--- src/logic/ov_pkg.sv ---
// fixed 80x60 rgb444 image and 640x480 vga timing in pixel periods; sizes change only here
package ov_pkg;

  // image kept in both frame buffers, qqvga halved
  localparam int IMG_COLS = 80;
  localparam int IMG_ROWS = 60;
  localparam int IMG_PXLS = IMG_COLS * IMG_ROWS; // 4800 words
  localparam int ADDR_W   = 13;                  // 2^13 covers 4800
  localparam int PXL_W    = 12;                  // r 11..8, g 7..4, b 3..0

  // horizontal timing, in pixel periods
  localparam int H_VISIBLE = 640;
  localparam int H_FRONT   = 16;
  localparam int H_SYNC    = 96;
  localparam int H_BACK    = 48;
  localparam int H_TOTAL   = H_VISIBLE + H_FRONT + H_SYNC + H_BACK; // 800

  // vertical timing, in lines
  localparam int V_VISIBLE = 480;
  localparam int V_FRONT   = 10;
  localparam int V_SYNC    = 2;
  localparam int V_BACK    = 33;
  localparam int V_TOTAL   = V_VISIBLE + V_FRONT + V_SYNC + V_BACK; // 525

  localparam int COL_W = 10; // col and row counters, up to 1023

  // colour filter, stepped by proc_ctrl in this order
  typedef enum logic [1:0] {FILT_NONE, FILT_RED, FILT_GREEN, FILT_BLUE} filter_t;

  // which byte of the rgb444 pair comes next
  typedef enum logic {CAP_HIGH, CAP_LOW} cap_state_t;

endpackage

--- src/logic/ov7670_capture.sv ---
// camera pins are sampled with clk, so pclk must be under a quarter of clk; rgb444 only
`timescale 1ns/1ps

module ov7670_capture (
  input  logic                        clk,
  input  logic                        rst_n,
  input  logic                        pclk,
  input  logic                        vsync,
  input  logic                        href,
  input  logic [7:0]                  d,
  output logic                        we,
  output logic [ov_pkg::ADDR_W-1:0]   addr,
  output logic [ov_pkg::PXL_W-1:0]    dout
);

  logic [1:0]                pclk_s;  // two flop sync, [1] is safe to use
  logic                      pclk_q;  // previous synced pclk for edge detect
  logic [1:0]                vsync_s;
  logic [1:0]                href_s;
  logic [7:0]                d_s1;    // data follows the strobes through two stages
  logic [7:0]                d_s2;
  logic                      pclk_rise;
  ov_pkg::cap_state_t        byte_ph; // byte phase inside a pixel
  logic [3:0]                red_q;   // red nibble waiting for its green/blue byte
  logic [ov_pkg::ADDR_W-1:0] wr_addr; // next pixel position in the frame

  assign pclk_rise = pclk_s[1] & ~pclk_q;

  always_ff @(posedge clk) begin
    if (!rst_n) begin
      pclk_s  <= '0;
      pclk_q  <= 1'b0;
      vsync_s <= '0;
      href_s  <= '0;
    end else begin
      pclk_s  <= {pclk_s[0], pclk};
      pclk_q  <= pclk_s[1];
      vsync_s <= {vsync_s[0], vsync};
      href_s  <= {href_s[0], href};
    end
  end

  always_ff @(posedge clk) begin
    d_s1 <= d;
    d_s2 <= d_s1;
  end

  always_ff @(posedge clk) begin
    if (!rst_n) begin
      we      <= 1'b0;
      byte_ph <= ov_pkg::CAP_HIGH;
      wr_addr <= '0;
    end else begin
      we <= 1'b0; // single cycle strobe
      if (vsync_s[1]) begin // frame start, rewind
        byte_ph <= ov_pkg::CAP_HIGH;
        wr_addr <= '0;
      end else if (pclk_rise && href_s[1]) begin
        if (byte_ph == ov_pkg::CAP_HIGH) begin
          red_q   <= d_s2[3:0]; // first byte xxxxrrrr
          byte_ph <= ov_pkg::CAP_LOW;
        end else begin
          dout    <= {red_q, d_s2}; // second byte ggggbbbb
          addr    <= wr_addr;
          we      <= (wr_addr < ov_pkg::IMG_PXLS); // drop anything past the frame
          byte_ph <= ov_pkg::CAP_HIGH;
          if (wr_addr < ov_pkg::IMG_PXLS)
            wr_addr <= wr_addr + 1'b1; // saturates at IMG_PXLS
        end
      end
    end
  end

  a_we_in_frame: assert property (@(posedge clk) disable iff (!rst_n)
    we |-> (addr < ov_pkg::IMG_PXLS));

endmodule

--- config.mk ---
export PLATFORM = sky130hd
export DESIGN_NAME = ov7670_capture
export DESIGN_NICKNAME = d
export VERILOG_FILES = /design/src/logic/ov_pkg.sv /design/src/logic/ov7670_capture.sv
export SDC_FILE = /design/constraint.sdc
export NUM_CORES = 1
export LEC_CHECK = 0
export ABC_AREA = 1
export BUFFER_PORTS_ARGS = -buffer_cell sky130_fd_sc_hd__buf_2
export CORE_MARGIN = 2
export CORE_UTILIZATION = 54
export CTS_CLUSTER_DIAMETER = 60
export DETAILED_ROUTE_END_ITERATION = 8
export HOLD_SLACK_MARGIN = 0.12
export PLACE_DENSITY = 0.85
export SYNTH_ARGS = -nofsm -noshare
export SYNTH_HDL_FRONTEND = slang
export SYNTH_SLANG_ARGS = --single-unit
--- constraint.sdc ---
create_clock -name clk -period 3.5 [get_ports clk]
set_input_delay 0.7 -clock clk [delete_from_list [all_inputs] [get_ports clk]]
set_output_delay 0.7 -clock clk [all_outputs]
set_load 0.1 [all_outputs]
### Word-level counts from Yosys, hierarchy flattened

Cells that the tools add are included.

| cells by class | value |
|---|---|
| $add $sub $neg | 1 |
| multipliers | 0 |
| divide/modulo/power cells | 0 |
| magnitude comparators | 1 |
| eq/ne operators | 0 |
| shift operators | 0 |
| mux-type cells | 1 |
| bitwise logic cells | 6 |
| reductions and logical operators | 6 |

Operators by type and width:

| cell | number |
|---|---|
| 13-bit by 1-bit adder with 13-bit output, second input constant | 1 |
| 13-bit < comparator, second input constant | 1 |
| 4-bit AND reduction | 2 |
| 1-bit NOT | 5 |
| 4-bit OR reduction | 1 |
| 3-bit AND reduction | 1 |
| 2-bit OR reduction | 1 |
| 1-bit bitwise AND | 1 |
| 1-bit logical AND | 1 |
| 1-bit 2-to-1 mux | 1 |

| storage, ports and cells | value |
|---|---|
| register bits | 67 |
| latch bits | 0 |
| bits in writable memories | 0 |
| ROM bits | 0 |
| bits of input ports | 13 |
| output and inout port bits | 26 |
| logic and storage cells | 27 |
| memories | 0 |

### Depth between registers and ports, before layout

| depth | value |
|---|---|
| depth in word-level cells | 5 |
| mapped depth | 9 |
| gate-level depth less buffers | 9 |

### Least setup slack after synthesis

Ideal clock, no wire load.

| path | value |
|---|---|
| kind | input-to-reg |
| start point | input port rst_n |
| end point | register addr[0] in the netlist's numbering, enable pin |
| setup time | 0.407 ns |
| arrival | 2.235 ns |
| required time | 3.093 ns |
| setup slack | 0.859 ns |
| stages | 5 |
| buffers on the path | 1 |
| cell sequence | buf_2 > inv_2 > nor2_4 > inv_2 > nor2_1 |

| between the ends | value |
|---|---|
| word-level cells in the longest chain between the ends | 1 |

Ends and longest elaborated chain:

| what | RTL line | source |
|---|---|---|
| from (decl) | ov7670_capture.sv:6 | `input logic rst_n,` |
| 4-bit AND reduction (no source line) | n/a |  |
| to (signal assigned) | ov7670_capture.sv:64 | `addr <= wr_addr;` |
| to (decl) | ov7670_capture.sv:12 | `output logic [ov_pkg::ADDR_W-1:0] addr,` |

Every way passes these cells.
A chain may end at the register's enable or synchronous reset.

### Worst setup path in the final report

| path | value |
|---|---|
| start point | register dout[8] in the netlist's numbering |
| end point | output port dout[8] in the netlist's numbering |

RTL lines:

| what | RTL line | source |
|---|---|---|
| from (decl) | ov7670_capture.sv:13 | `output logic [ov_pkg::PXL_W-1:0] dout` |
| from (signal assigned) | ov7670_capture.sv:63 | `dout <= {red_q, d_s2};` |

No word-level cell between the ends.

==> summary.txt <==
Synthesis
  – Net count after synthesis: roughly 210
  – Top post-synthesis cells by area: sky130_fd_sc_hd__edfxtp_1 (38%), sky130_fd_sc_hd__dfxtp_1 (34%), sky130_fd_sc_hd__nand2_1 (6.0%)
  – Cell taking the most area after synthesis: sky130_fd_sc_hd__edfxtp_1
  – Number of distinct standard cells referenced by the synthesized netlist: 27
  – Sequential share of the synthesized area: 72.0%
  – Post-Syn Instances: between 150 and 200
  – Total of flip-flops plus latches after synthesis: between 60 and 70
  – Average cell area after synthesis: roughly 12 um2
  – Count of yosys warnings during synthesis: 0
  – Share of Yosys cell area claimed by the top area cell type: between 30% and 40%
  – Total standard cell area after synthesis: between 2000 and 2500 um2

Run status
  – Status: finished clean

Clocking
  – Cells resized by post-CTS repair: 0
  – Postcts setup bufs: 0
  – Cell at the root of the clock tree: sky130_fd_sc_hd__clkbuf_8
  – CTS clk-pin slew, worst paths: about 0.070 ns
  – Clock Latency Late Sink: about 0.34 ns
  – TritonCTS Buffers: 9
  – # hold bufs at CTS: 0
  – CTS H-Tree Depth: 3
  – CTS Buffer Depth: 2
  – Number of clock sinks seen by CTS: between 60 and 70
  – TritonCTS clock tree: yes

Route
  – Routed WL per cell: ~11 um
  – Detail-routed via count per cell: 4.72
  – Post-detailed-route count of antenna-violating nets: 0
  – Number of design-rule violations left by the first detailed-router iteration: 92
  – Post-route DRC violation count: 0
  – First drt pass iteration count: 4
  – Total vias in the final route: around 1.4k
  – Final wirelength: roughly 3200 um

Global routing
  – Global router's overall resource usage: 16.1%
  – Initial antenna violation count: 0
  – Global-route wire length before repair: 5130 um
  – Largest net degree at the start of global routing: 23
  – Vias in the first global route: between 1k and 1.5k
  – Aggregate global routing overflow: 0

Place
  – Last weighted congestion value of the routability-driven placer: between 0.8 and 0.9
  – Count of buffers inserted at the top-level ports: 38
  – Post-DP HPWL: 2230 um

Floorplan
  – FP Rows: 23
  – Overall die height: approximately 70 um
  – Core Box Area: between 4000 and 5000 um2
  – DIE AREA: ~4700 um2
  – Horiz. Die Dim: 68.8 um
  – I/O pin total: 39
  – Starting density of the core: 56.2%

Critical path
  – Largest incremental delay on the critical path: 0.43 ns
  – Critical path endpoint category: primary output
  – Family of cells with the greatest summed delay on the critical path: buffers and inverters
  – Arrival time of data at the critical path endpoint: 1.11 ns
  – Count of buffering cells on the critical path with inverters included: 1
  – List of cells traversed by the critical path: buf_2
  – Max Fanout on Critical Path: 1
  – Endpoint required time on the critical path: ~2.8 ns
  – Cell with the largest stage delay on the worst path: sky130_fd_sc_hd__buf_2
  – Kind of critical path: flip-flop to primary output
  – Startpoint Class: flip-flop

Final layout
  – Number of fill cells: 321
  – Final Net Count: 256
  – Utilization after layout: 67.5%
  – Share of final-layout standard cells stronger than drive strength 1: 29.7%
  – Antenna Diode Count: 0
  – Relative area change from synthesis to final layout: 20.0%

Timing
  – Final clock skew: roughly 0.0085 ns
  – Slew at the pin closest to its max-slew limit: ~0.53 ns
  – Setup repair after global routing missed its margin: false
  – Total Negative Setup Slacks: 0 ns
  – Final worst-path cycle share: between 50% and 60%
  – Final hold vios: 0
  – Slew Limit Headroom: 64.3%
  – Maximum clock frequency: between 500 and 600 MHz
  – Final critical-path required period: 1.81 ns
  – Final number of max-transition violations: 0
  – Final Setup Violations: 0

Flow run
  – Maxcap violations: 0

Pwr
  – Switching Power: about 280 uW
  – Fraction of power consumed by sequential logic: about 55%
  – Leakage component of the power: 1.17 nW
  – Share of power burned in combinational logic: 1.2%
  – Power share of the clock group: roughly 44%
  – Switching power as a share of total power: ~19%
  – Peak supply drop: roughly 0.00037 V
  – Power per unit of standard cell area: roughly 550 nW/um2
  – Int Pwr: 1.23 mW
  – Post-route total power: approximately 1.5 mW

Worst hold path
  – Class of the tightest hold or removal check: flip-flop to flip-flop
kinds of logic (layout without fill, tap and decap cells):
logic type                 Yosys count  count (layout)  synth area share [%]
adders and majority gates            1               1                 0.552
and+or+nand+nor                     85              85                  18.8
DFF                                 67              67                  72.0
xor gates and xnor gates             4               4                  1.55
buffers and inverters               28              80                  5.08
AOI/OAI and AO/OA                    9               9                  1.99
synth_stat cells, drive strengths merged:
cell,n
nand2,42
dfxtp,38
xnor2,1
nand3,10
and2,1
edfxtp,29
inv,25
o21ai,2
nand3b,1
nor3,2
nand4,6
a21oi,7
ha,1
buf,2
nor2,23
clkinv,1
xor2,3
sequential cells by signal (all words and copies together) (netlist names):
name	cells
we	1
pclk_q	1
dout	12
href_s	2
byte_ph	1
addr	13
d_s2	8
red_q	4
d_s1	8
pclk_s	2
wr_addr	13
vsync_s	2
through the flow:
stage          area [um2]  setup WS, ns  hold WS, ns  instances
2_1_floorplan        2270         0.859        0.310        194
3_3_place_gp         2510          1.45        0.312        281
3_5_place_dp         2510          1.40        0.314        281
4_1_cts              2720          1.68        0.330        296
5_1_grt              2720          1.63        0.334        296
6_report             2720          1.69        0.328        296
final cells by class:
| cell class | instances | area (um2) | area share [%] |
|---|---|---|---|
| inverter | 26 | 98.8 | 3.64 |
| tap | 50 | 62.6 | 2.30 |
| multi-input combinational | 99 | 522 | 19.2 |
| clock inverter | 5 | 78.8 | 2.90 |
| sequential | 67 | 1630 | 60.0 |
| timing repair buffer | 39 | 198 | 7.27 |
| clock buffer | 10 | 128 | 4.69 |
final timing paths:
kind | start | cells after the start | slack, ns | end
worst min register to register | d_s1[3] | 0 | 0.33 | d_s2[3]
worst max-delay path | dout[8] | 1 | 1.69 | dout[8]
worst max register to register | vsync_s[1] | 4 | 2.00 | dout[2]
worst min-delay path | d_s1[3] | 0 | 0.33 | d_s2[3]
cells in the final DEF (no fill, tap or decap):
cell / instances
sky130_fd_sc_hd__a21oi_1: 7
sky130_fd_sc_hd__and2_1: 1
sky130_fd_sc_hd__buf_2: 38
sky130_fd_sc_hd__buf_4: 1
sky130_fd_sc_hd__bufinv_16: 2
sky130_fd_sc_hd__clkbuf_1: 1
sky130_fd_sc_hd__clkbuf_8: 9
sky130_fd_sc_hd__clkinv_2: 3
sky130_fd_sc_hd__clkinv_4: 1
sky130_fd_sc_hd__dfxtp_1: 38
sky130_fd_sc_hd__edfxtp_1: 29
sky130_fd_sc_hd__ha_1: 1
sky130_fd_sc_hd__inv_1: 21
sky130_fd_sc_hd__inv_2: 4
sky130_fd_sc_hd__nand2_1: 36
sky130_fd_sc_hd__nand2_2: 4
sky130_fd_sc_hd__nand2_4: 2
sky130_fd_sc_hd__nand3_1: 8
sky130_fd_sc_hd__nand3_2: 2
sky130_fd_sc_hd__nand3b_1: 1
sky130_fd_sc_hd__nand4_1: 5
sky130_fd_sc_hd__nand4_2: 1
sky130_fd_sc_hd__nor2_1: 18
sky130_fd_sc_hd__nor2_2: 2
sky130_fd_sc_hd__nor2_4: 3
sky130_fd_sc_hd__nor3_1: 1
sky130_fd_sc_hd__nor3_2: 1
sky130_fd_sc_hd__o21ai_0: 1
sky130_fd_sc_hd__o21ai_1: 1
sky130_fd_sc_hd__xnor2_1: 1
sky130_fd_sc_hd__xor2_1: 3
power groups by stage:
stage / combinational [mW] / sequential, mW / clock (mW)
5_1_grt: 0.0212 / 0.830 / 0.711
3_3_place_gp: 0.0181 / 0.846 / 0
2_1_floorplan: 0.0104 / 0.845 / 0
6_report: 0.0182 / 0.829 / 0.661
4_1_cts: 0.0186 / 0.829 / 0.676
3_5_place_dp: 0.0186 / 0.847 / 0
layer usage:
| metal | global-route usage, % | share of wire [%] | routed length, um | vias up |
|---|---|---|---|---|
| met5 | 0 | 0 | 0 | - |
| li1 | - | - | - | 722 |
| met3 | 7.31 | 5.5 | 177 | 11 |
| met4 | 12.7 | 3.2 | 105 | 0 |
| met2 | 23.3 | 50 | 1610 | 41 |
| met1 | 18.2 | 42 | 1360 | 623 |
(Power assumes the default switching activity.)
