<file path="src/logic/ov_pkg.sv">
// fixed 80x60 rgb444 image and 640x480 vga timing in pixel periods; sizes change only here
package ov_pkg;

  // image kept in both frame buffers, qqvga halved
  localparam int IMG_COLS = 80;
  localparam int IMG_ROWS = 60;
  localparam int IMG_PXLS = IMG_COLS * IMG_ROWS; // 4800 words
  localparam int ADDR_W   = 13;                  // 2^13 covers 4800
  localparam int PXL_W    = 12;                  // r 11..8, g 7..4, b 3..0

  // horizontal timing, in pixel periods
  localparam int H_VISIBLE = 640;
  localparam int H_FRONT   = 16;
  localparam int H_SYNC    = 96;
  localparam int H_BACK    = 48;
  localparam int H_TOTAL   = H_VISIBLE + H_FRONT + H_SYNC + H_BACK; // 800

  // vertical timing, in lines
  localparam int V_VISIBLE = 480;
  localparam int V_FRONT   = 10;
  localparam int V_SYNC    = 2;
  localparam int V_BACK    = 33;
  localparam int V_TOTAL   = V_VISIBLE + V_FRONT + V_SYNC + V_BACK; // 525

  localparam int COL_W = 10; // col and row counters, up to 1023

  // colour filter, stepped by proc_ctrl in this order
  typedef enum logic [1:0] {FILT_NONE, FILT_RED, FILT_GREEN, FILT_BLUE} filter_t;

  // which byte of the rgb444 pair comes next
  typedef enum logic {CAP_HIGH, CAP_LOW} cap_state_t;

endpackage

</file>
<file path="src/logic/vga_sync.sv">
// 640x480 at half the clk rate, clk must be 50 MHz for standard 60 Hz; syncs active low
`timescale 1ns/1ps

module vga_sync (
  input  logic                     clk,
  input  logic                     rst_n,
  output logic                     new_pxl,
  output logic                     visible,
  output logic                     hsync,
  output logic                     vsync,
  output logic [ov_pkg::COL_W-1:0] col,
  output logic [ov_pkg::COL_W-1:0] row
);

  // divide by two, first pixel strobe right after reset
  always_ff @(posedge clk) begin
    if (!rst_n)
      new_pxl <= 1'b0;
    else
      new_pxl <= ~new_pxl;
  end

  always_ff @(posedge clk) begin
    if (!rst_n) begin
      col <= '0;
      row <= '0;
    end else if (new_pxl) begin
      if (col == ov_pkg::H_TOTAL - 1) begin // end of line
        col <= '0;
        if (row == ov_pkg::V_TOTAL - 1)
          row <= '0; // end of frame
        else
          row <= row + 1'b1;
      end else begin
        col <= col + 1'b1;
      end
    end
  end

  assign visible = (col < ov_pkg::H_VISIBLE) && (row < ov_pkg::V_VISIBLE);

  // sync pulse sits after the front porch
  assign hsync = !((col >= ov_pkg::H_VISIBLE + ov_pkg::H_FRONT) &&
                   (col <  ov_pkg::H_VISIBLE + ov_pkg::H_FRONT + ov_pkg::H_SYNC));
  assign vsync = !((row >= ov_pkg::V_VISIBLE + ov_pkg::V_FRONT) &&
                   (row <  ov_pkg::V_VISIBLE + ov_pkg::V_FRONT + ov_pkg::V_SYNC));

  a_col_range: assert property (@(posedge clk) disable iff (!rst_n)
    col < ov_pkg::H_TOTAL);

endmodule

</file>
<file path="config.mk">
export PLATFORM = sky130hd
export DESIGN_NAME = vga_sync
export DESIGN_NICKNAME = d
export VERILOG_FILES = /design/src/logic/ov_pkg.sv /design/src/logic/vga_sync.sv
export SDC_FILE = /design/constraint.sdc
export NUM_CORES = 1
export LEC_CHECK = 0
export BUFFER_PORTS_ARGS = -buffer_cell sky130_fd_sc_hd__buf_2
export CORE_MARGIN = 2
export CORE_UTILIZATION = 39
export CTS_BUF_LIST = sky130_fd_sc_hd__clkbuf_2
export DETAILED_ROUTE_END_ITERATION = 10
export PLACE_DENSITY_LB_ADDON = 0.2
export SYNTH_ARGS = -nofsm -noshare
export SYNTH_HDL_FRONTEND = slang
export SYNTH_SLANG_ARGS = --single-unit
export TNS_END_PERCENT = 30
</file>
<file path="constraint.sdc">
create_clock -name clk -period 2.3 [get_ports clk]
set_input_delay 0 -clock clk [delete_from_list [all_inputs] [get_ports clk]]
set_output_delay 0 -clock clk [all_outputs]
set_load 0.01 [all_outputs]
</file>
**Word level (Yosys, flattened, before mapping)**

Cells that the tools add are included.
W data, S select, Z words.

- Flip-flop bits (word level): 21
- Input port bits: 2
- Output and inout bits: 24

- $add $sub $neg: 2
- Order comparisons: 6
- Eq/ne operators: 2
- Muxes and demuxes: 2
- Bitwise operators: 1
- Reductions and logical operators: 6

Operators by type and width:

| operator | count |
|---|---|
| $add A10 B1 Y10 const B | 2 |
| $eq A10 B10 Y1 const B | 2 |
| $lt A10 B10 Y1 const B | 2 |
| $lt A10 B9 Y1 const B | 2 |
| $mux W10 | 2 |
| $ge A10 B10 Y1 const B | 1 |
| $ge A10 B9 Y1 const B | 1 |
| $logic_and A1 B1 Y1 | 3 |
| $logic_not A1 Y1 | 2 |
| $reduce_and A2 Y1 | 1 |
| $not A1 Y1 | 1 |

**Logic depth before layout (Yosys ltp)**

Gate-level depths: netlist (run 1).

- Depth in word-level cells: 3
- Mapped depth: 6

**Least setup slack after synthesis (run 1)**

Ideal clock, no wire load.

- Path type: register to register
- From: reg col[5] (netlist name)
- To: reg row[8] (netlist name)
- Data arrival time: 2146 ps
- Path slack: 84 ps
- Stages on the path, launching flop included: 6
- Period minus slack after synthesis: 2216 ps
- Path through: dfxtp_1 or4b_1 buf_2 or4_4 or4_1 a21oi_1

- Longest elaborated chain between the ends: 2

RTL lines:

| item | line | source |
|---|---|---|
| start, declared | vga_sync.sv:11 | `output logic [ov_pkg::COL_W-1:0] col,` |
| start signal, assigned | vga_sync.sv:35 | `col <= col + 1'b1;` |
| $eq A10 B10 Y1 | vga_sync.sv:28 | `if (col == ov_pkg::H_TOTAL - 1) begin` |
| $reduce_and A2 Y1 (no line) | n/a |  |
| end signal, assigned | vga_sync.sv:33 | `row <= row + 1'b1;` |
| end, declared | vga_sync.sv:12 | `output logic [ov_pkg::COL_W-1:0] row` |

No other way between the ends.
A chain may end at the register's enable or synchronous reset.

**Final worst setup path (run 1)**

- From: reg col[6] (netlist name)
- To: reg row[8] (netlist name)

The elaborated chain is that of the path after synthesis.

==> results of run 1 <==
==> power by group through the flow <==
stage	Combinational (mW)	Sequential [mW]	Clock (mW)
floorplan	0.0183	0.388	0
global placement	0.0352	0.386	0
detailed placement	0.0352	0.386	0
CTS	0.0368	0.379	0.163
global route	0.0400	0.380	0.174
finish	0.0366	0.379	0.160
==> metrics by stage <==
| stage | worst slack, ns | utilization, % | hold slack (ns) |
|---|---|---|---|
| floorplan | 0.0844 | - | 0.140 |
| global placement | 0.232 | 49.6 | 0.317 |
| detailed placement | 0.196 | 49.6 | 0.315 |
| CTS | 0.159 | 50.8 | 0.498 |
| global route | 0.0635 | 50.8 | 0.514 |
| finish | 0.152 | 50.8 | 0.498 |
==> worst paths after layout <==
| kind | slack (ns) | cells after the start | from | to |
|---|---|---|---|---|
| setup / recovery | 0.15 | 4 | col[6] | row[8] |
| setup reg to reg | 0.15 | 4 | col[6] | row[8] |
| hold / removal | 0.50 | 4 | rst_n | row[9] |
| hold reg to reg | 0.54 | 2 | col[1] | col[1] |
==> Yosys cell counts (all sizes together) <==
cell type / count / area share (%)
and3: 2 / 1.2
inv: 8 / 2.8
o311ai: 1 / 0.82
buf: 1 / 0.47
nand4: 8 / 4.7
xor2: 3 / 2.5
o221ai: 1 / 0.82
mux2i: 1 / 0.94
nor2b: 1 / 0.59
o21a: 1 / 0.71
nor2: 20 / 7.1
a31oi: 1 / 0.59
or4b: 1 / 0.94
dfxtp: 21 / 40
nor4bb: 1 / 0.94
nand3: 9 / 4.2
o31ai: 1 / 0.71
ha: 4 / 4.7
nor3: 8 / 3.8
nor4: 5 / 3.5
xnor2: 10 / 8.2
nand2b: 1 / 0.59
clkbuf: 2 / 0.71
or3: 2 / 1.2
or4: 2 / 1.8
nand2: 9 / 3.2
o21ai: 3 / 1.4
a21oi: 3 / 1.4
==> kinds of logic (layout without fill, tap and decap cells) <==
| kind of cell | count (synthesis) | after routing | share of synthesized area [%] |
|---|---|---|---|
| AOI/OAI and AO/OA | 11 | 11 | 6.47 |
| buffers and inverters | 11 | 43 | 4.00 |
| DFF | 21 | 21 | 39.5 |
| adders and majority gates | 4 | 4 | 4.71 |
| muxes | 1 | 1 | 0.941 |
| and+or+nand+nor | 69 | 69 | 33.6 |
| xor gates and xnor gates | 13 | 13 | 10.7 |
==> state kept, by name, indices dropped and copies added (netlist names) <==
register	cells
new_pxl	1
col	10
row	10
==> layer usage <==
layer  track usage, %  vias to the layer above  wire, um
li1                 -                      521         -
met4             3.06                        0        10
met1             22.7                      474      1200
met2             24.7                       26      1110
met3             2.79                        2       124
met5                0                        -         0
==> area by class of cell <==
| type | count | share of cell area, % |
|---|---|---|
| Sequential cell | 21 | 32.8 |
| Inverter | 8 | 2.34 |
| Tap cell | 30 | 2.93 |
| Timing Repair Buffer | 31 | 13.5 |
| Clock buffer | 4 | 1.56 |
| Multi-Input combinational cell | 98 | 46.9 |
==> worst register-to-register path, cell delays in order, from the launching register on <==
cell and delay [ns]:
dfxtp_1 0.40, or4b_1 0.54, or4_4 0.53, or4_1 0.48, a21oi_1 0.15
==> what timing repair did <==
action | in CTS | in global routing
endpoints found under the hold margin | 2 | 0
hold buffers | 1 | 0
buffers inserted | 0 | 0
==> results.sh, run 1 <==
export IMPL_numCtsBuffers=3
export IMPL_path_class="reg2reg"
export IMPL_slowest_stage="or4b_1"
export IMPL_ys_ff_latch=21
export IMPL_final_common_cell="buf_2"
export IMPL_drive_gt1_share_pct=22.2
export IMPL_die_x_um=56.2
export IMPL_fmaxAchievable_ghz=0.466
export IMPL_rsz0062_at_grt="no"
export IMPL_initial_core_util_pct=42.2
export IMPL_drcViolationCount=0
export IMPL_tightestPinTransition_ns=0.507
export IMPL_clock_path_buffers=2
export IMPL_drt_pass1_iterations=4
export IMPL_p_sw_mw=0.144
export IMPL_vias_per_cell=5.33
export IMPL_cp_end_kind="flop"
export IMPL_row_count=18
export IMPL_fill_cells=261
export IMPL_final_nets=169
export IMPL_ys_seq_area_share_pct=39.5
export IMPL_multi_input_area_um2=601
export IMPL_clockPowerShare_pct=27.8
export IMPL_peakVddDrop_v=0.000240
export IMPL_slowest_delay_ns=0.54
export IMPL_cts_max_level=1
export IMPL_drtIter0Drc=33
export IMPL_areaGrowthSynthToFinish_pct=20.5
export IMPL_final_setup_tns_ns=0
export IMPL_antenna_found_initial=0
export IMPL_portBuffers=25
export IMPL_comb_power_share_pct=6.4
export IMPL_crit_fanout=7
export IMPL_status="complete, no violations"
export IMPL_grt_max_degree=12
export IMPL_layout_common_cells="25 x buf_2, 21 x dfxtp_1, 20 x nor2_1, 10 x xnor2_1"
export IMPL_fin_crit_sh_pct=93.4
export IMPL_max_cap_violations=0
export IMPL_p_seq_share_pct=65.8
export IMPL_slew_headroom_pct=65.9
export IMPL_period_needed_ns=2.15
export IMPL_cts_clk_slew_worst_paths_ns=0.22
export IMPL_finalSetupViolCount=0
export IMPL_first_global_vias=887
export IMPL_cp_data_arrival_time_ns=2.40
export IMPL_ys_types=31
export IMPL_crit_buf_inv=0
export IMPL_hp_class="in2reg"
export IMPL_cts_sinks=21
export IMPL_ys_warn_count=0
export IMPL_crit_family="simple AND/OR/NAND/NOR gates"
export IMPL_drt_wl_total_mm=2.44
export IMPL_hold_violations=0
export IMPL_antennaDiodeCount=0
export IMPL_dieHeight_um=56.2
export IMPL_post_drt_wl_per_cell_um=12.7
export IMPL_dp_cells=187
export IMPL_grt_pass1_wl_mm=4.13
export IMPL_crit_chain="or4b_1 -> or4_4 -> or4_1 -> a21oi_1"
export IMPL_ff_latch_area_um2=420
export IMPL_final_max_slew_viol_count=0
export IMPL_via_count=1023
export IMPL_syn_area_per_cell_um2=8.18
export IMPL_finalNonFillerCells=192
export IMPL_cts_tree="yes"
export IMPL_powerDensity_nw_per_um2=449
export IMPL_overflow=0
export IMPL_synth_area_um2=1060
export IMPL_syn_inst=130
export IMPL_p_int_mw=0.432
export IMPL_dp_hpwl_mm=1.86
export IMPL_place_congestion=0.748
export IMPL_design_area_um2=1280
export IMPL_core_area_um2=2520
export IMPL_skew_ns=0.0182
export IMPL_insertion_delay_ns=0.32
export IMPL_syn_nets=136
export IMPL_ctsResizeCount=0
export IMPL_switching_share_pct=24.9
export IMPL_p_total_mw=0.576
export IMPL_die_area_um2=3160
export IMPL_place_area_um2=1250
export IMPL_final_antenna_net_count=0
export IMPL_grt_usage_pct=15.8
export IMPL_ctsRootBufferMaster="clkbuf_2"
export IMPL_worstPathRequired_ns=2.55
export IMPL_ios=26
export IMPL_p_leak_nw=0.490
export IMPL_cp_start_kind="flop"
No activity file was read; power rests on OpenSTA's default activity.
==> run 2: changes to the inputs <==
--- a/config.mk
+++ b/config.mk
@@ -10,7 +10,7 @@
 export CORE_UTILIZATION = 39
 export CTS_BUF_LIST = sky130_fd_sc_hd__clkbuf_2
 export DETAILED_ROUTE_END_ITERATION = 10
-export PLACE_DENSITY_LB_ADDON = 0.2
+export PLACE_DENSITY_LB_ADDON = 0.08
 export SYNTH_ARGS = -nofsm -noshare
 export SYNTH_HDL_FRONTEND = slang
 export SYNTH_SLANG_ARGS = --single-unit
==> results.sh, run 2 (synthesized netlist as in run 1, its figures left out) <==
export IMPL_final_max_slew_viol_count=0
export IMPL_grt_usage_pct=16.6
export IMPL_place_congestion=0.868
export IMPL_dp_hpwl_mm=1.93
export IMPL_slew_headroom_pct=75.4
export IMPL_post_drt_wl_per_cell_um=13.5
export IMPL_hp_class="in2reg"
export IMPL_path_class="reg2reg"
export IMPL_period_needed_ns=2.16
export IMPL_ctsRootBufferMaster="clkbuf_2"
export IMPL_fin_crit_sh_pct=94.0
export IMPL_cts_max_level=1
export IMPL_final_common_cell="buf_2"
export IMPL_switching_share_pct=24.8
export IMPL_cp_data_arrival_time_ns=2.42
export IMPL_cp_end_kind="flop"
export IMPL_peakVddDrop_v=0.000248
export IMPL_p_leak_nw=0.495
export IMPL_drcViolationCount=0
export IMPL_initial_core_util_pct=42.2
export IMPL_min_from="rst_n"
export IMPL_p_seq_share_pct=66.0
export IMPL_antennaDiodeCount=0
export IMPL_final_nets=170
export IMPL_dieHeight_um=56.2
export IMPL_die_x_um=56.2
export IMPL_p_sw_mw=0.142
export IMPL_p_int_mw=0.432
export IMPL_die_area_um2=3160
export IMPL_r2r_start="col[6]"
export IMPL_final_antenna_net_count=0
export IMPL_final_setup_tns_ns=0
export IMPL_drt_pass1_iterations=4
export IMPL_slowest_stage="or4b_1"
export IMPL_largestRegisters="col: 10 flops, row: 10 flops, new_pxl: 1 flops"
export IMPL_numCtsBuffers=3
export IMPL_fmaxAchievable_ghz=0.462
export IMPL_p_total_mw=0.574
export IMPL_hold_violations=0
export IMPL_vias_per_cell=5.31
export IMPL_skew_ns=0.00554
export IMPL_cp_start_kind="flop"
export IMPL_powerDensity_nw_per_um2=446
export IMPL_overflow=0
export IMPL_areaGrowthSynthToFinish_pct=21.2
export IMPL_row_count=18
export IMPL_cts_clk_slew_worst_paths_ns=0.20
export IMPL_crit_chain="or4b_1 -> or4_4 -> or4_1 -> a21oi_1"
export IMPL_grt_pass1_wl_mm=4.22
export IMPL_finalSetupViolCount=0
export IMPL_post_cts_buffers=0
export IMPL_worstPathRequired_ns=2.56
export IMPL_layout_common_cells="25 x buf_2, 21 x dfxtp_1, 20 x nor2_1, 10 x xnor2_1"
export IMPL_antenna_found_initial=0
export IMPL_cts_sinks=21
export IMPL_cts_tree="yes"
export IMPL_rsz0062_at_grt="no"
export IMPL_drt_wl_total_mm=2.61
export IMPL_drive_gt1_share_pct=22.7
export IMPL_drtIter0Drc=29
export IMPL_status="complete, no violations"
export IMPL_portBuffers=25
export IMPL_setup_worst_path_start="col[6]"
export IMPL_slowest_delay_ns=0.54
export IMPL_insertion_delay_ns=0.31
export IMPL_tightestPinTransition_ns=0.366
export IMPL_crit_fanout=7
export IMPL_first_global_vias=879
export IMPL_max_cap_violations=0
export IMPL_core_area_um2=2520
export IMPL_comb_power_share_pct=6.4
export IMPL_via_count=1025
export IMPL_ios=26
export IMPL_clock_path_buffers=2
export IMPL_clockPowerShare_pct=27.5
export IMPL_grt_max_degree=12
-- run 2: cell count changes in the layout (fill, tap and decap cells not counted), sizes merged --
cell  previous run  this run
buf             30        31
-- run 2: metrics by stage --
stage          std cells  util [%]  hold WS [ns]  setup slack (ns)  instance area, um2
2_1_floorplan        130         -         0.140            0.0844                1060
3_3_place_gp         188      49.9         0.316             0.223                1260
3_5_place_dp         188      49.9         0.317             0.192                1260
4_1_cts              193      51.1         0.505             0.138                1290
5_1_grt              193      51.1         0.504            0.0573                1290
6_report             193      51.1         0.513             0.137                1290
-- run 2: worst max-delay path, delay by kind of cell, from the launching register on --
| family | cells | cell delay, ns |
|---|---|---|
| flops | 1 | 0.41 |
| simple gates | 3 | 1.55 |
| compound gates | 1 | 0.14 |
-- run 2: per-layer routing --
metal	GRT usage, %	up-vias	routed length, um
met5	0	-	0
met4	3.06	0	8
met3	3.02	2	158
met2	24.5	34	1130
met1	25.2	466	1310
li1	-	523	-
-- run 2: layout make-up --
cell class                 instances  area [um2]
fill                             269        1230
inverter                           8        30.0
tap                               30        37.5
multi-input combinational         98         601
clock buffer                       4        20.0
sequential                        21         420
timing repair buffer              32         180
-- run 2: power groups by stage --
| stage | registers [mW] | logic (mW) | clock network [mW] |
|---|---|---|---|
| finish | 0.379 | 0.0368 | 0.158 |
| global route | 0.381 | 0.0407 | 0.183 |
| global placement | 0.386 | 0.0355 | 0 |
| CTS | 0.379 | 0.0369 | 0.165 |
| floorplan | 0.388 | 0.0183 | 0 |
| detailed placement | 0.386 | 0.0355 | 0 |
-- run 2: final timing paths --
path / end / slack [ns] / cells after the start
setup / recovery: row[8] / 0.14 / 4
hold / removal: row[9] / 0.51 / 4
setup reg to reg: row[8] / 0.14 / 4
hold reg to reg: col[1] / 0.54 / 2
-- run 2: repair_timing --
item	CTS	global route
hold buffers	1	0
resized for setup	0	0
endpoints found under the hold margin	3	0
