--- config.mk ---
export PLATFORM = sky130hd
export DESIGN_NAME = vga_display
export DESIGN_NICKNAME = d
export VERILOG_FILES = /design/src/logic/ov_pkg.sv /design/src/logic/vga_display.sv
export SDC_FILE = /design/constraint.sdc
export NUM_CORES = 1
export LEC_CHECK = 0
export ABC_AREA = 1
export BUFFER_PORTS_ARGS = -buffer_cell sky130_fd_sc_hd__buf_2
export CORE_MARGIN = 8
export CORE_UTILIZATION = 49
export CTS_BUF_LIST = sky130_fd_sc_hd__clkbuf_4
export CTS_CLUSTER_DIAMETER = 80
export DETAILED_ROUTE_END_ITERATION = 16
export PLACE_DENSITY = 0.88
export SYNTH_ARGS = -nofsm -noshare
export SYNTH_HDL_FRONTEND = slang
export SYNTH_SLANG_ARGS = --single-unit
--- constraint.sdc ---
create_clock -name clk -period 6.55 [get_ports clk]
set_clock_uncertainty 0.05 [all_clocks]
set_input_delay 1.965 -clock clk [delete_from_list [all_inputs] [get_ports clk]]
set_output_delay 1.965 -clock clk [all_outputs]
set_load 0.005 [all_outputs]
--- src/logic/ov_pkg.sv ---
// fixed 80x60 rgb444 image and 640x480 vga timing in pixel periods; sizes change only here
package ov_pkg;

  // image kept in both frame buffers, qqvga halved
  localparam int IMG_COLS = 80;
  localparam int IMG_ROWS = 60;
  localparam int IMG_PXLS = IMG_COLS * IMG_ROWS; // 4800 words
  localparam int ADDR_W   = 13;                  // 2^13 covers 4800
  localparam int PXL_W    = 12;                  // r 11..8, g 7..4, b 3..0

  // horizontal timing, in pixel periods
  localparam int H_VISIBLE = 640;
  localparam int H_FRONT   = 16;
  localparam int H_SYNC    = 96;
  localparam int H_BACK    = 48;
  localparam int H_TOTAL   = H_VISIBLE + H_FRONT + H_SYNC + H_BACK; // 800

  // vertical timing, in lines
  localparam int V_VISIBLE = 480;
  localparam int V_FRONT   = 10;
  localparam int V_SYNC    = 2;
  localparam int V_BACK    = 33;
  localparam int V_TOTAL   = V_VISIBLE + V_FRONT + V_SYNC + V_BACK; // 525

  localparam int COL_W = 10; // col and row counters, up to 1023

  // colour filter, stepped by proc_ctrl in this order
  typedef enum logic [1:0] {FILT_NONE, FILT_RED, FILT_GREEN, FILT_BLUE} filter_t;

  // which byte of the rgb444 pair comes next
  typedef enum logic {CAP_HIGH, CAP_LOW} cap_state_t;

endpackage

--- src/logic/vga_display.sv ---
// shows the 80x60 buffer 1:1 in the top-left corner, rest black; outputs lag new_pxl by 2 clk
`timescale 1ns/1ps

module vga_display (
  input  logic                      clk,
  input  logic                      rst_n,
  input  logic                      new_pxl,
  input  logic                      visible,
  input  logic                      hsync_in,
  input  logic                      vsync_in,
  input  logic [ov_pkg::COL_W-1:0]  col,
  input  logic [ov_pkg::COL_W-1:0]  row,
  input  logic [ov_pkg::PXL_W-1:0]  frame_pixel,
  output logic [ov_pkg::ADDR_W-1:0] frame_addr,
  output logic [3:0]                vga_red,
  output logic [3:0]                vga_green,
  output logic [3:0]                vga_blue,
  output logic                      vga_hsync,
  output logic                      vga_vsync
);

  logic in_win; // current pixel lies in the image corner
  logic pxl_d;  // buffer data for the last new_pxl is ready
  logic win_d;
  logic hs_d;
  logic vs_d;

  assign in_win = visible && (col < ov_pkg::IMG_COLS) && (row < ov_pkg::IMG_ROWS);
  assign frame_addr = in_win ? ov_pkg::ADDR_W'(row * ov_pkg::IMG_COLS + col) : '0;

  // stage 1, lines up with the buffer read latency
  always_ff @(posedge clk) begin
    if (!rst_n) begin
      pxl_d <= 1'b0;
      win_d <= 1'b0;
      hs_d  <= 1'b1;
      vs_d  <= 1'b1;
    end else begin
      pxl_d <= new_pxl;
      if (new_pxl) begin
        win_d <= in_win;
        hs_d  <= hsync_in;
        vs_d  <= vsync_in;
      end
    end
  end

  // stage 2, colours and syncs leave together
  always_ff @(posedge clk) begin
    if (!rst_n) begin
      vga_red   <= 4'h0;
      vga_green <= 4'h0;
      vga_blue  <= 4'h0;
      vga_hsync <= 1'b1;
      vga_vsync <= 1'b1;
    end else if (pxl_d) begin
      vga_red   <= win_d ? frame_pixel[11:8] : 4'h0; // black outside the image
      vga_green <= win_d ? frame_pixel[7:4]  : 4'h0;
      vga_blue  <= win_d ? frame_pixel[3:0]  : 4'h0;
      vga_hsync <= hs_d;
      vga_vsync <= vs_d;
    end
  end

endmodule

# Word-level counts from Yosys, hierarchy flattened

Index checks and enable logic that the tools add are counted.

Register bits: 18
Latch bits: 0
Memory bits (writable): 0
Memory bits (read-only): 0
Bits of input ports: 38
Output and inout bits: 27
Word-level logic and storage cells: 19
Memories: 0

Add/sub/neg operators: 1
Multipliers: 1
Div/mod/pow operators: 0
Order comparisons: 2
Equal/unequal tests: 0
Shifts and indexed selects: 0
Mux-type cells: 4
Bitwise gates (word level): 0
Reductions and logical operators: 2

Operators by type and width:

| operator                                            | count |
|---|---|
| adder 13 x 10 -> 13 bit                             | 1 |
| 2-to-1 mux 13 bit                                   | 1 |
| 2-to-1 mux 4 bit                                    | 3 |
| < comparator 10 x 6 -> 1 bit, second input constant | 1 |
| < comparator 10 x 7 -> 1 bit, second input constant | 1 |
| multiplier 10 x 3 -> 9 bit, second input constant   | 1 |
| logical AND 1 bit                                   | 2 |

# Longest topological paths before layout

Gate-level depths: netlist of the first run.

Word-level depth: 4
Gate-level depth with buffers: 13
Mapped depth without buffers: 13

# Least setup slack after synthesis of the first run

No wires, ideal clock.

Path type: in2out
From: input row[1] in the netlist's numbering
To: output frame_addr[12] in the netlist's numbering
Data arrival time: 3920 ps
Data required time: 4535 ps
Setup slack: 615 ps
Cell stages on the path: 13
Path buffers: 0
Cells stage by stage: ha_1 ha_1 fa_1 xor2_1 ha_1 nand2_1 clkinv_1 nand4_1 nand3_4 nand3_4 nand2_1 nand2_1 nor2_1

Longest elaborated chain between the ends: 3
Elaborated cells on any way between the ends: 5
Classes of those cells: add/sub: 1; mul: 1; order compare: 1; mux: 1; reduce/logical: 1

Ends and longest elaborated chain:

| item                                                                       | RTL line                             | source |
|---|---|---|
| start: declaration                                                         | vga_display.sv:12                    | `input logic [ov_pkg::COL_W-1:0] row,` |
| multiplier 10 x 3 -> 9 bit or < comparator 10 x 6 -> 1 bit (tied branches) | vga_display.sv:29, vga_display.sv:28 |  |
| adder 13 x 10 -> 13 bit or logical AND 1 bit (tied branches)               | vga_display.sv:29, vga_display.sv:28 |  |
| 2-to-1 mux 13 bit *                                                        | vga_display.sv:29                    | `assign frame_addr = in_win ? ov_pkg::ADDR_W'(row * ov_pkg::IMG_COLS + col) : '0;` |
| end: declaration                                                           | vga_display.sv:14                    | `output logic [ov_pkg::ADDR_W-1:0] frame_addr,` |

Mark *: on every way between the ends. The rest lies on a longest branch, timed or not.

# Worst setup path after layout of the first run

From: input row[1] in the netlist's numbering
To: output frame_addr[10] in the netlist's numbering

Same word-level chain as after synthesis.

==> results of run 1 <==
[worst paths after layout]
kind | slack (ns) | startpoint | endpoint | cells after the start
max | 0.28 | row[1] | frame_addr[10] | 13
min | 0.41 | vga_vsync$_SDFFE_PN1P_ | vga_vsync$_SDFFE_PN1P_ | 2
max reg2reg | 5.22 | pxl_d$_SDFF_PN0_ | vga_red[3]$_SDFFE_PN0P_ | 3
min reg2reg | 0.41 | vga_vsync$_SDFFE_PN1P_ | vga_vsync$_SDFFE_PN1P_ | 2
[per-layer routing]
metal | global-route usage | vias up | wire (um)
met4 | 0.04850 | 0 | 42
met3 | 0.04379 | 5 | 288
met5 | 0 | - | 0
met2 | 0.2451 | 54 | 1643
met1 | 0.1474 | 658 | 1505
li1 | - | 819 | -
[cell type report]
cell class              instances  share of cell area
clock buffers                   3             0.01222
clock inverters                 1            0.002037
inverters                      32             0.06517
multi-input cells             161              0.5289
flip-flops and latches         18              0.1955
well taps                      33             0.02240
repair buffers                 64              0.1738
[metrics by stage]
step                power, mW  setup WS [ns]  std cells  instance area (sq um)    util
global route           0.3060         0.1258        312                   1843  0.6242
CTS                    0.2872         0.2655        312                   1843  0.6242
finish                 0.2849         0.2791        312                   1843  0.6242
detailed placement     0.2320         0.2757        308                   1817  0.6153
global placement       0.2290         0.2940        308                   1817  0.6153
floorplan              0.2022         0.6146        216                   1483       -
[sequential cells by signal, indices dropped and copies added, names as in the netlist]
| register | cells |
|---|---|
| hs_d | 1 |
| pxl_d | 1 |
| vga_blue | 4 |
| vga_green | 4 |
| vga_hsync | 1 |
| vga_red | 4 |
| vga_vsync | 1 |
| vs_d | 1 |
| win_d | 1 |
[kinds of logic (layout without fill, tap and decap cells)]
logic type               count (synthesis)  in the layout  synth area share
XOR/XNOR                                 3              3           0.01772
AO/OA/AOI/OAI                           22             22           0.08355
adder cells (fa/ha/maj)                 19             19            0.1705
AND/OR/NAND/NOR                        117            117            0.3857
flip-flops                              18             18            0.2430
buffers and inverters                   37            100           0.09957
[power breakdown]
part           switching (mW)  internal (mW)  total, mW
Sequential            0.00341          0.113      0.116
Clock                  0.0333         0.0222     0.0555
Combinational          0.0659         0.0475      0.113
[cell usage after synthesis (all sizes together)]
| master | number |
|---|---|
| nand2 | 63 |
| inv | 30 |
| nand3 | 29 |
| nor2 | 19 |
| a21oi | 18 |
| dfxtp | 18 |
| ha | 17 |
| buf | 3 |
| o21ai | 3 |
| clkbuf | 2 |
| clkinv | 2 |
| fa | 2 |
| nand4 | 2 |
| nor3 | 2 |
| xnor2 | 2 |
| nand3b | 1 |
| o21bai | 1 |
| or2 | 1 |
| xor2 | 1 |
[worst reg2reg max path: cells and delay by family (launching register included)]
| kind | cells | cell delay [ns] |
|---|---|---|
| AND/OR/NAND/NOR | 1 | 0.13 |
| buffers and inverters | 1 | 0.33 |
| AO/OA/AOI/OAI | 1 | 0.07 |
| flip-flops | 1 | 0.63 |
==> metrics.md, run 1 <==
| Metric | Value |
|---|---|
| Most common cell after layout, fill and taps aside | `buf_2` |
| Crit path buf inv count | `3` |
| DP HPWL | `2998 um` |
| Achievable Freq | `159.5 MHz` |
| RSZ-0062 raised after global routing | `no` |
| Power Dens Cells | `154.6 mW/mm^2` |
| 1st-iter DRT viols | `96` |
| Worst slew pin tran | `0.4730 ns` |
| Die area | `0.005042 sq mm` |
| VDD IR max | `59.16 uV` |
| Inserted Diodes | `0` |
| Largest net degree at the start of global routing | `16` |
| Hold WC Path Type | `flop to flop` |
| Multi-input logic area | `974.7 sq um` |
| GPL Wtd Cong | `0.8930` |
| Period utilisation layout | `0.9574` |
| Arrival @ worst endpoint | `4.26 ns` |
| Slowest Stage Delay on Critical Path | `0.41 ns` |
| Critical path, cell by cell | `buf_2, ha_1, ha_1, fa_1, xor2_1, ha_1, nand2_1, clkinv_1, nand4_1, nand3_4, xnor2_1, nor2_1, buf_2` |
| Final hold slack | `0.4128 ns` |
| DRC errors left | `0` |
| Fill cells | `273` |
| First-pass GRT wire length | `5865 um` |
| LEAKAGE | `1.024 nW` |
| CP delay by family, top | `adder cells` |
| Netlist cell types | `29` |
| Slowest CP cell | `fa_1` |
| Slew headroom | `0.6843` |
| Post-Syn Instances | `216` |
| Initial Util | `0.5021` |
| Synth warnings | `0` |
| Data required, critical path | `4.53 ns` |
| CTS tree | `yes` |
| Sequential-to-total area share from yosys stat | `0.2430` |
| Post-CTS sizing | `0` |
| H-tree depth | `1` |
| Layout cells sized above 1 | `0.3262` |
| Vias in the first global route | `1,407` |
| Initial antenna violation count | `0` |
| Die width | `71.01 um` |
| Grt ovf | `0` |
| Max-cap viol count | `0` |
| Postcts setup bufs | `0` |
| Total CTS buffers | `3` |
| Root Buffer | `clkbuf_4` |
| Final Slew Violations | `0` |
| Total Neg Setup Slack | `0 ns` |
| Final Hold Fails | `0` |
| Max FO, Critical Path | `4` |
| WL/cell | `11.15 um` |
| Flip-flop and latch count after synthesis | `18` |
| Minimum clock period | `6.271 ns` |
| Nets | `337` |
| CP endpoint kind | `output port` |
| Syn Nets | `273` |
| Critical Path Most Common Cell | `ha_1` |
| Buffer levels on the longest clock path | `2` |
| CTS sink count | `18` |
| Detail Route Antenna Nets | `0` |
| Largest area contributor in the netlist | `dfxtp_1` |
| Die Span Y | `71.01 um` |
| Clk_lat worst skew | `0.30 ns` |
| Via Count | `1,536` |
| Hold_buf cts | `0` |
| Io pins | `65` |
| CTS clk-pin slew, worst paths | `0.10 ns` |
| Most frequent cells in the layout | `buf_2, nand2_1, inv_1` |
| Area delta synth->final | `24.30%` |
| Total Wirelength | `3480 um` |
| Status | `finished, final reports clean` |
| Crit path kind | `primary input to output port` |
| Synth top area share | `0.2430` |
| Core Box Area | `0.002953 sq mm` |
| Register area | `360.3 sq um` |
| Row count | `20` |
| Mean cell area of the mapped netlist | `6.864 sq um` |
| Synth Cell Area | `0.001483 sq mm` |
| Top cells by area, synth | `dfxtp_1, ha_1, nand2_1` |
| IO buf count | `64` |
| Drt via density | `4.923` |
| Final setup vio count | `0` |
| Total track usage | `0.1373` |
| Worst Setup Start Kind | `primary input` |
| First-pass iteration count of the detailed router | `4` |
(Power assumes the default switching activity.)
==> inputs of run 2 (changes only) <==
--- a/config.mk
+++ b/config.mk
@@ -7,12 +7,11 @@
 export LEC_CHECK = 0
 export ABC_AREA = 1
 export BUFFER_PORTS_ARGS = -buffer_cell sky130_fd_sc_hd__buf_2
-export CORE_MARGIN = 8
-export CORE_UTILIZATION = 49
+export CORE_UTILIZATION = 53
 export CTS_BUF_LIST = sky130_fd_sc_hd__clkbuf_4
 export CTS_CLUSTER_DIAMETER = 80
 export DETAILED_ROUTE_END_ITERATION = 16
-export PLACE_DENSITY = 0.88
+export PLACE_DENSITY = 0.94
 export SYNTH_ARGS = -nofsm -noshare
 export SYNTH_HDL_FRONTEND = slang
 export SYNTH_SLANG_ARGS = --single-unit
==> constraint.sdc (replaced) <==
create_clock -name clk -period 7.3 [get_ports clk]
set_clock_uncertainty 0.05 [all_clocks]
set_input_delay 2.19 -clock clk [delete_from_list [all_inputs] [get_ports clk]]
set_output_delay 2.19 -clock clk [all_outputs]
set_load 0.005 [all_outputs]
==> run 2 against run 1 <==
Net effect:
- first-iteration DRC count is 81% lower
- register-to-register slack better by 0.70 ns
- die area is 40% lower
- sequential power is 10% lower
- via count is 2.5% higher
- critical endpoint is now frame_addr[12]
==> metrics.md, run 2 (synthesis gave the netlist of run 1 again) <==
| Metric | Value |
|---|---|
| Status | `finished, final reports clean (unchanged)` |
| H-tree depth | `1 (unchanged)` |
| DRC errors left | `0 (unchanged)` |
| Minimum clock period | `6.699 ns` |
| Total Wirelength | `3228 um (was 3480 um)` |
| Post-CTS sizing | `0 (unchanged)` |
| Hold WC Path Type | `flop to flop (unchanged)` |
| Total track usage | `0.2265 (was 0.1373)` |
| CP delay by family, top | `adder cells (unchanged)` |
| Area delta synth->final | `24.05% (was 24.30%)` |
| Via Count | `1,574 (was 1,536)` |
| Worst slew pin tran | `0.5002 ns (was 0.4730 ns)` |
| Most common cell after layout, fill and taps aside | `buf_2 (unchanged)` |
| CTS tree | `yes (unchanged)` |
| LEAKAGE | `1.024 nW (unchanged)` |
| Total CTS buffers | `3 (unchanged)` |
| Row count | `18 (was 20)` |
| Layout Cells excl Fill | `309 (was 312)` |
| Largest net degree at the start of global routing | `16 (unchanged)` |
| Total Neg Setup Slack | `0 ns (unchanged)` |
| Drt via density | `5.094 (was 4.923)` |
| Vias in the first global route | `1,286 (was 1,407)` |
| Die width | `54.89 um (was 71.01 um)` |
| Nets | `337 (unchanged)` |
| WL/cell | `10.45 um (was 11.15 um)` |
| IO buf count | `64 (unchanged)` |
| VDD IR max | `107.5 uV (was 59.16 uV)` |
| Data required, critical path | `5.06 ns (was 4.53 ns)` |
| Period utilisation layout | `0.9177` |
| Core Box Area | `0.002567 sq mm (was 0.002953 sq mm)` |
| RSZ-0062 raised after global routing | `no (unchanged)` |
| Placed Cells incl. Taps | `305 (was 308)` |
| Io pins | `65 (unchanged)` |
| Place WS | `0.5914 ns (was 0.2757 ns)` |
| Initial antenna violation count | `0 (unchanged)` |
| Initial Util | `0.5775 (was 0.5021)` |
| First-pass iteration count of the detailed router | `4 (unchanged)` |
| Fin area | `0.001839 sq mm (was 0.001843 sq mm)` |
| CP endpoint kind | `output port (unchanged)` |
| Achievable Freq | `149.3 MHz` |
| Arrival @ worst endpoint | `4.46 ns (was 4.26 ns)` |
| Slew headroom | `0.6661 (was 0.6843)` |
| Power Dens Cells | `139.4 mW/mm^2 (was 154.6 mW/mm^2)` |
| GPL Wtd Cong | `0.8489 (was 0.8930)` |
| DP Area | `0.001813 sq mm (was 0.001817 sq mm)` |
| Hold_buf cts | `0 (unchanged)` |
| Max FO, Critical Path | `4 (unchanged)` |
| Pwr Total | `0.2563 mW (was 0.2849 mW)` |
| Max-cap viol count | `0 (unchanged)` |
| First-pass GRT wire length | `5002 um (was 5865 um)` |
| CTS sink count | `18 (unchanged)` |
| Postcts setup bufs | `0 (unchanged)` |
| Crit path buf inv count | `3 (unchanged)` |
| Clk_lat worst skew | `0.30 ns (about the same)` |
| Detail Route Antenna Nets | `0 (unchanged)` |
| Final hold slack | `0.4138 ns (was 0.4128 ns)` |
| Crit path kind | `primary input to output port (unchanged)` |
| Buffer levels on the longest clock path | `2 (unchanged)` |
| Utilization after layout | `0.7164 (was 0.6242)` |
| Layout cells sized above 1 | `0.3262 (unchanged)` |
| DP HPWL | `2617 um (was 2998 um)` |
| Final Hold Fails | `0 (unchanged)` |
| 1st-iter DRT viols | `18 (was 96)` |
| Inserted Diodes | `0 (unchanged)` |
| Root Buffer | `clkbuf_4 (unchanged)` |
| Slowest CP cell | `fa_1 (unchanged)` |
| Final Slew Violations | `0 (unchanged)` |
| Grt ovf | `0 (unchanged)` |
| Die area | `0.003013 sq mm (was 0.005042 sq mm)` |
| Final setup vio count | `0 (unchanged)` |
| Slowest Stage Delay on Critical Path | `0.41 ns (about the same)` |
| Most frequent cells in the layout | `buf_2, nand2_1, inv_1 (unchanged)` |
| Setup slack after layout | `0.6006 ns (was 0.2791 ns)` |
| Largest registers | `vga_blue: 4 flops, vga_green: 4 flops, vga_red: 4 flops (unchanged)` |
| Critical path, cell by cell | `buf_2, ha_1, ha_1, fa_1, xor2_1, ha_1, nand2_1, clkinv_1, nand4_1, nand3_4, nand3_4, nand2_1, nand2_1, nor2_1, buf_2 (was buf_2, ha_1, ha_1, fa_1, xor2_1, ha_1, nand2_1, clkinv_1, nand4_1, nand3_4, xnor2_1, nor2_1, buf_2)` |
| CTS clk-pin slew, worst paths | `0.09 ns (was 0.10 ns)` |
| Worst Setup Start Kind | `primary input (unchanged)` |
| Die Span Y | `54.89 um (was 71.01 um)` |
-- run 2: cell counts in the layout (fill, tap and decap cells not counted) --
No cell type changed its count.
-- run 2: layer usage --
metal,wire length (um),global-route usage,up-vias
li1,-,-,818
met1,1398,0.2529,700
met2,1635,0.4438,51
met3,158,0.01639,5
met4,37,0.07500,0
met5,0,0,-
-- run 2: path summary, 6_finish.rpt --
kind / from / end / slack (ns) / cells after the start
min reg2reg: vga_vsync$_SDFFE_PN1P_ / vga_vsync$_SDFFE_PN1P_ / 0.41 / 2
max reg2reg: pxl_d$_SDFF_PN0_ / vga_blue[2]$_SDFFE_PN0P_ / 5.92 / 3
max: row[1] / frame_addr[12] / 0.60 / 15
min: vga_vsync$_SDFFE_PN1P_ / vga_vsync$_SDFFE_PN1P_ / 0.41 / 2
-- run 2: layout make-up --
type	instances	area, sq um
flip-flops and latches	18	360.3
clock buffers	3	22.52
clock inverters	1	3.754
well taps	30	37.54
multi-input cells	161	974.7
fillers	215	728.2
inverters	32	120.1
repair buffers	64	320.3
-- run 2: power breakdown --
part	internal [mW]	switching, mW	leakage, nW
clock network	0.0199	0.0302	0.0154
registers	0.101	0.00317	0.147
logic	0.0428	0.0592	0.862
total	0.164	0.0926	1.02
-- run 2: worst min-delay path, cell delays in order (launching register included) --
cell     delay [ns]
dfxtp_1        0.34
nand2_1        0.05
nand3_1        0.05
